--- config.mk ---
export PLATFORM = sky130hd
export DESIGN_NAME = cnn_concat_top
export DESIGN_NICKNAME = d
export VERILOG_FILES = /design/src/concat_cfg_pkg.sv /design/src/concat_types_pkg.sv /design/src/cnn_concat_top.sv /design/src/concat_merge.sv /design/src/line_buffer.sv /design/src/branch_input_stage.sv
export SDC_FILE = /design/constraint.sdc
export NUM_CORES = 2
export LEC_CHECK = 0
export BUFFER_PORTS_ARGS = -buffer_cell sky130_fd_sc_hd__buf_2
export CORE_MARGIN = 2
export CORE_UTILIZATION = 48
export DETAILED_ROUTE_END_ITERATION = 7
export PLACE_DENSITY_LB_ADDON = 0.15
export SYNTH_ARGS = -nofsm -noshare
export SYNTH_HDL_FRONTEND = slang
export SYNTH_HIERARCHICAL = 1
export SYNTH_MEMORY_MAX_BITS = 65536
export SYNTH_SLANG_ARGS = --single-unit
--- constraint.sdc ---
create_clock -name clk -period 5.3 [get_ports clk]
set_input_delay 1.06 -clock clk [delete_from_list [all_inputs] [get_ports clk]]
set_output_delay 1.06 -clock clk [all_outputs]
set_load 0.03 [all_outputs]
--- src/concat_cfg_pkg.sv ---
package concat_cfg_pkg;

  //////////////////////////////////////////////////////////////////////
  // Beat and feature map geometry
  //////////////////////////////////////////////////////////////////////

  localparam int DATA_WIDTH   = 32;
  localparam int IMAGE_WIDTH  = 4;
  localparam int IMAGE_HEIGHT = 2;
  localparam int CHANNELS     = 2;

  // One branch frame is a full feature map
  localparam int FRAME_BEATS  = IMAGE_WIDTH * IMAGE_HEIGHT * CHANNELS;
  localparam int NUM_BRANCHES = 5;

  //////////////////////////////////////////////////////////////////////
  // Branch arrival, in cycles after branch 0's first beat
  //////////////////////////////////////////////////////////////////////

  localparam int ARRIVE_OFFSET_0 = 0;
  localparam int ARRIVE_OFFSET_1 = 3;
  localparam int ARRIVE_OFFSET_2 = 7;
  localparam int ARRIVE_OFFSET_3 = 2;
  localparam int ARRIVE_OFFSET_4 = 11;

  // Delay that puts segment s right behind segment s-1
  localparam int SEG_DEPTH_1 = 1 * FRAME_BEATS + ARRIVE_OFFSET_0 - ARRIVE_OFFSET_1;
  localparam int SEG_DEPTH_2 = 2 * FRAME_BEATS + ARRIVE_OFFSET_0 - ARRIVE_OFFSET_2;
  localparam int SEG_DEPTH_3 = 3 * FRAME_BEATS + ARRIVE_OFFSET_0 - ARRIVE_OFFSET_3;
  localparam int SEG_DEPTH_4 = 4 * FRAME_BEATS + ARRIVE_OFFSET_0 - ARRIVE_OFFSET_4;

endpackage
--- src/concat_types_pkg.sv ---
package concat_types_pkg;

  import concat_cfg_pkg::*;

  //////////////////////////////////////////////////////////////////////
  // Stream payload shared by every block
  //////////////////////////////////////////////////////////////////////

  // One beat on a branch or on the merged stream
  typedef struct packed {
    logic                  valid;
    logic [DATA_WIDTH-1:0] data;
  } feature_beat_t;

  // All branches side by side, index is branch or segment number
  typedef feature_beat_t [NUM_BRANCHES-1:0] branch_beats_t;

  // One sticky flag per branch
  typedef logic [NUM_BRANCHES-1:0] overrun_t;

endpackage

--- src/cnn_concat_top.sv ---
`timescale 1ns/1ps

module cnn_concat_top
  import concat_cfg_pkg::*;
  import concat_types_pkg::*;
#(
  parameter int FRAME_BEATS = concat_cfg_pkg::FRAME_BEATS
) (
  input  logic          clk,
  input  logic          reset,
  input  branch_beats_t branch_in,
  output feature_beat_t concat_out,
  output logic          frame_done,
  output logic          collision,
  output overrun_t      overrun
);

  // Delay per segment, segment 0 has none
  localparam int SEG_DEPTH [1:NUM_BRANCHES-1] = '{
    SEG_DEPTH_1, SEG_DEPTH_2, SEG_DEPTH_3, SEG_DEPTH_4
  };

  branch_beats_t reg_beats;
  branch_beats_t delayed_beats;

  //////////////////////////////////////////////////////////////////////
  // Input registers and overrun check
  //////////////////////////////////////////////////////////////////////

  branch_input_stage #(
    .FRAME_BEATS (FRAME_BEATS)
  ) branch_input_stage_i (
    .clk       (clk),
    .reset     (reset),
    .branch_in (branch_in),
    .reg_beats (reg_beats),
    .overrun   (overrun)
  );

  //////////////////////////////////////////////////////////////////////
  // Alignment delays
  //////////////////////////////////////////////////////////////////////

  assign delayed_beats[0] = reg_beats[0];

  for (genvar s = 1; s < NUM_BRANCHES; s++) begin : g_seg
    line_buffer #(
      .payload_t (feature_beat_t),
      .DEPTH     (SEG_DEPTH[s])
    ) line_buffer_i (
      .clk      (clk),
      .reset    (reset),
      .data_in  (reg_beats[s]),
      .data_out (delayed_beats[s])
    );
  end

  // Merge onto one stream
  concat_merge #(
    .FRAME_BEATS (FRAME_BEATS)
  ) concat_merge_i (
    .clk        (clk),
    .reset      (reset),
    .seg_beats  (delayed_beats),
    .concat_out (concat_out),
    .frame_done (frame_done),
    .collision  (collision)
  );

endmodule

--- src/concat_merge.sv ---
`timescale 1ns/1ps

module concat_merge
  import concat_cfg_pkg::*;
  import concat_types_pkg::*;
#(
  parameter int FRAME_BEATS = concat_cfg_pkg::FRAME_BEATS
) (
  input  logic          clk,
  input  logic          reset,
  input  branch_beats_t seg_beats,
  output feature_beat_t concat_out,
  output logic          frame_done,
  output logic          collision
);

  // Beats in one full concatenation
  localparam int TOTAL_BEATS = NUM_BRANCHES * FRAME_BEATS;
  localparam int COUNT_W     = $clog2(TOTAL_BEATS);

  feature_beat_t      sel_beat;
  logic               any_valid;
  logic               multi_valid;
  logic [COUNT_W-1:0] beat_count;
  logic               last_beat;

  //////////////////////////////////////////////////////////////////////
  // Fixed priority select, lowest segment wins
  //////////////////////////////////////////////////////////////////////

  always_comb begin
    sel_beat    = '0;
    any_valid   = 1'b0;
    multi_valid = 1'b0;
    for (int s = 0; s < NUM_BRANCHES; s++) begin
      if (seg_beats[s].valid) begin
        if (any_valid) begin
          // Overlap, this beat is dropped
          multi_valid = 1'b1;
        end else begin
          sel_beat = seg_beats[s];
        end
        any_valid = 1'b1;
      end
    end
  end

  assign last_beat = (beat_count == COUNT_W'(TOTAL_BEATS - 1));

  //////////////////////////////////////////////////////////////////////
  // Output register and beat counter
  //////////////////////////////////////////////////////////////////////

  always_ff @(posedge clk) begin
    if (reset) begin
      concat_out.valid <= 1'b0;
      frame_done       <= 1'b0;
      collision        <= 1'b0;
      beat_count       <= '0;
    end else begin
      concat_out <= sel_beat;
      collision  <= multi_valid;
      // frame_done lines up with the last output beat
      frame_done <= any_valid && last_beat;
      if (any_valid) begin
        beat_count <= last_beat ? '0 : beat_count + 1'b1;
      end
    end
  end

endmodule

--- src/line_buffer.sv ---
`timescale 1ns/1ps

module line_buffer #(
  parameter type payload_t = logic,
  parameter int  DEPTH     = 1
) (
  input  logic     clk,
  input  logic     reset,
  input  payload_t data_in,
  output payload_t data_out
);

  //////////////////////////////////////////////////////////////////////
  // Fixed delay line moving the payload one stage per cycle
  //////////////////////////////////////////////////////////////////////

  generate
    if (DEPTH == 0) begin : g_bypass
      // Undelayed use
      assign data_out = data_in;
    end else begin : g_delay
      payload_t stages [DEPTH];

      always_ff @(posedge clk) begin
        if (reset) begin
          // Clear every stage
          for (int i = 0; i < DEPTH; i++) begin
            stages[i] <= '0;
          end
        end else begin
          stages[0] <= data_in;
          for (int i = 1; i < DEPTH; i++) begin
            stages[i] <= stages[i-1];
          end
        end
      end

      assign data_out = stages[DEPTH-1];
    end
  endgenerate

endmodule

--- src/branch_input_stage.sv ---
`timescale 1ns/1ps

module branch_input_stage
  import concat_cfg_pkg::*;
  import concat_types_pkg::*;
#(
  parameter int FRAME_BEATS = concat_cfg_pkg::FRAME_BEATS
) (
  input  logic          clk,
  input  logic          reset,
  input  branch_beats_t branch_in,
  output branch_beats_t reg_beats,
  output overrun_t      overrun
);

  // Wide enough to hold FRAME_BEATS itself
  localparam int RUN_W = $clog2(FRAME_BEATS + 1);

  logic [RUN_W-1:0] run_count [NUM_BRANCHES];

  //////////////////////////////////////////////////////////////////////
  // Input register
  //////////////////////////////////////////////////////////////////////

  always_ff @(posedge clk) begin
    if (reset) begin
      for (int b = 0; b < NUM_BRANCHES; b++) begin
        reg_beats[b].valid <= 1'b0;
      end
    end else begin
      reg_beats <= branch_in;
    end
  end

  //////////////////////////////////////////////////////////////////////
  // Run length check per branch
  //////////////////////////////////////////////////////////////////////

  always_ff @(posedge clk) begin
    if (reset) begin
      for (int b = 0; b < NUM_BRANCHES; b++) begin
        run_count[b] <= '0;
      end
      overrun <= '0;
    end else begin
      for (int b = 0; b < NUM_BRANCHES; b++) begin
        // A gap in valid ends the run
        if (!branch_in[b].valid) begin
          run_count[b] <= '0;
        end else if (run_count[b] != RUN_W'(FRAME_BEATS)) begin
          run_count[b] <= run_count[b] + 1'b1;
        end
        // Beat past a full frame, held until reset
        if (branch_in[b].valid && run_count[b] == RUN_W'(FRAME_BEATS)) begin
          overrun[b] <= 1'b1;
        end
      end
    end
  end

endmodule

==> results_dict.tcl <==
set metrics [dict create \
    die-height_um 533 \
    setup_ws_ps 2510 \
    critical_path_required_ps 5960 \
    clock_tree_from_tritoncts "done" \
    fin_cells 14392 \
    synth_area_per_cell_sq_um 13.2 \
    hold_violations 0 \
    critPathCaptureType "flop" \
    fillers 23260 \
    dp_hpwl_mm 84.9 \
    slowest_stage "dfxtp_1" \
    multi_input_comb_area_sq_um 32900 \
    outcome "finished, final reports clean" \
    top_library_cells_by_usage_in_the_layout_fill_and_taps_aside "dfxtp_1 (4540), nor2b_1 (3075), and2b_2 (700)" \
    setup_repair_after_global_routing_missed_its_margin "false" \
    io_buffer_count 206 \
    ctsHoldBuffers 0 \
    worstPathCellList "buf_4 -> nor3_1 -> and2_1 -> a221o_1" \
    cp.depth 4 \
    routabilityCongestion 0.812 \
    path_clk_slew_ps 60 \
    grt_first_pass_wirelength_mm 271 \
    max_stage_delay_ps 820 \
    yosys_warnings 6 \
    core.rowCount 194 \
    synth_cell_type_count 40 \
    number_of_drc_violations_after_detailed_routing_iteration_0 2743 \
    min-delay-start "branch_in[16]" \
    finalNetCount 10460 \
    clock_tree_buffer_depth 4 \
    drt_first_pass_iters 5 \
    detail_route.drc_violations 0 \
    design.core.area_sq_um 279000 \
    number_of_cts_inserted_buffers 458 \
    hold_depth 1 \
    timing_worst_setup_path_type "flop to flop" \
    cts-resized-gates 0 \
    die_width_um 533 \
    detail-route-antenna-nets 0 \
    tns_ps 0 \
    clock-skew-final_ps 56.3 \
    worst_pin_slew_ps 1300 \
    areaGrowthSynthToFinish_pct 13.7 \
    start_kind "flop" \
    critical_path_arrival_ps 3450 \
    grt.overflow.total 0 \
    first_global_vias 56723 \
    postSynth.asyncResetShare_pct 0 \
    ys_dominant_reg_cell "dfxtp_1" \
    design.die.area_sq_um 284000 \
    timing.final.crit_share_pct 52.6 \
    critical_path.top_delay_family "flip-flops" \
    grt_util_all_layers_pct 11.1 \
    max_freq_mhz 359 \
    cp.buffers_inverters 1 \
    timing.max_slew.rel_slack_pct 13.3 \
    mapped_cell_area_sq_um 134000 \
    grt_start_max_net_pins 285 \
    synth-edff-count 217 \
    synth_seq_cells 4758 \
    tritoncts_sinks 4758 \
    route.detailed.vias_per_inst 4.09 \
    grt_antenna_before_repair 3 \
    min_path_type "input pin to flop" \
    placement.setup.worst_slack_ps 1920 \
    synth.yosys.seq_area_share_pct 72.7 \
    worstReg2RegStart "g_seg[1].line_buffer_i/g_delay.stages[3][32]" \
    wire_per_inst_um 11.1 \
    cts-root-buf "clkbuf_16" \
    fin_crit_ps 2790 \
    register_area_sq_um 97400 \
    num_io_pins 207 \
    initial_core_util_pct 48.1 \
    ir_drop_worst_vdd_uv 328 \
    num_vias 58798 \
    power.density_nw_per_um2 459 \
    slew_viol_final 0 \
    maxCapViolations 0 \
    synth_cells 10193 \
    syn-num-nets 10371 \
    setup_viol 0 \
    cts.htree.levels 5 \
    post-cts-setup-buffers 0 \
    reg2reg_depth 4 \
    final_layout_size_suffix_gt1_share_pct 17.0 \
    clock_latency_ps 940 \
    leakage_nw 63.9 \
    final_common_cell "dfxtp_1" \
    dpl.cell_count 13546 \
    drt-total-wl_mm 160 \
    path_max_fanout 32 \
    critical_path.startpoint "g_seg[1].line_buffer_i/g_delay.stages[3][32]" \
]
worst paths after layout:
check	endpoint	slack [ps]
setup / recovery	concat_merge_i/concat_out[29]	2510
hold / removal	branch_input_stage_i/reg_beats[16]	290
setup reg to reg	concat_merge_i/concat_out[29]	2510
hold reg to reg	g_seg[4].line_buffer_i/g_delay.stages[2][20]	390
through the flow:
| step | power (mW) | util [%] | area (sq um) | hold WS [ps] |
|---|---|---|---|---|
| 3_5_place_dp | 38.2 | 49.1 | 137000 | 418 |
| 5_1_grt | 72.7 | 54.7 | 152000 | 220 |
| 6_report | 70.0 | 54.7 | 152000 | 295 |
| 3_3_place_gp | 38.2 | 49.1 | 137000 | 413 |
| 2_1_floorplan | 38.0 | - | 134000 | 411 |
| 4_1_cts | 71.1 | 54.7 | 152000 | 188 |
routing by layer:
layer	global-route usage (%)	wire [um]	share of wire, %
met1	14.1	74900	47
met4	5.52	6540	4.1
met3	2.25	6770	4.2
met5	0	0	0
met2	17.9	71300	45
report_power, final:
part           internal, mW  switching, mW
Sequential             36.3         0.0756
Clock                  19.5           13.1
Combinational         0.333          0.624
Total                  56.2           13.8
logic make-up after synthesis:
kind of cell	synth area share, %
flip-flops	72.7
buffers and inverters	2.81
adder cells (fa/ha/maj)	0.103
AND/OR/NAND/NOR	23.7
XOR/XNOR	0.105
AO/OA/AOI/OAI	0.617
worst reg2reg max path: stages, from the launching register on:
cell	delay, ps
dfxtp_1	820
buf_4	380
nor3_1	90
and2_1	620
a221o_1	600
flip-flops by register name, indices dropped and copies added, names as in the netlist:
| signal | cells |
|---|---|
| branch_input_stage_i/overrun | 5 |
| branch_input_stage_i/reg_beats | 165 |
| branch_input_stage_i/run_count | 25 |
| concat_merge_i/beat_count | 7 |
| concat_merge_i/collision | 1 |
| concat_merge_i/concat_out | 33 |
| concat_merge_i/frame_done | 1 |
| g_seg.line_buffer_i/g_delay.stages | 4521 |
layout make-up:
type | count | share of cell area [%]
diodes | 1 | 0.00164
clock buffers | 685 | 8.94
clock inverters | 160 | 1.41
inverters | 24 | 0.0624
multi-input cells | 4786 | 21.6
flip-flops and latches | 4758 | 63.9
well taps | 3724 | 3.06
repair buffers | 254 | 1.06
cell usage after synthesis, types with 2 or more instances:
cell	count	area (sq um)
or3_1	3	18.8
nor2_2	4	25.0
o21ai_0	40	200
nand2b_4	5	68.8
nand3b_1	2	15.0
and4bb_1	5	62.6
nor2b_2	100	876
nor2b_1	3076	19200
and2b_2	700	6130
buf_4	102	766
edfxtp_1	217	6520
inv_1	24	90.1
ha_1	11	138
buf_2	19	95.1
nor3_1	3	15.0
nand3_1	16	80.1
buf_6	110	1240
and2b_1	647	4860
clkbuf_1	384	1440
and3_1	2	12.5
xnor2_1	7	61.3
nand2_1	44	165
and2_1	3	18.8
a221o_1	31	310
nor2_1	25	93.8
a21oi_1	9	45.0
o32ai_1	2	17.5
dfxtp_1	4541	90900
a22oi_1	32	240
nor2b_4	4	55.1
xor2_1	9	78.8
clkbuf_8	8	110
No activity file was read; power rests on OpenSTA's default activity.
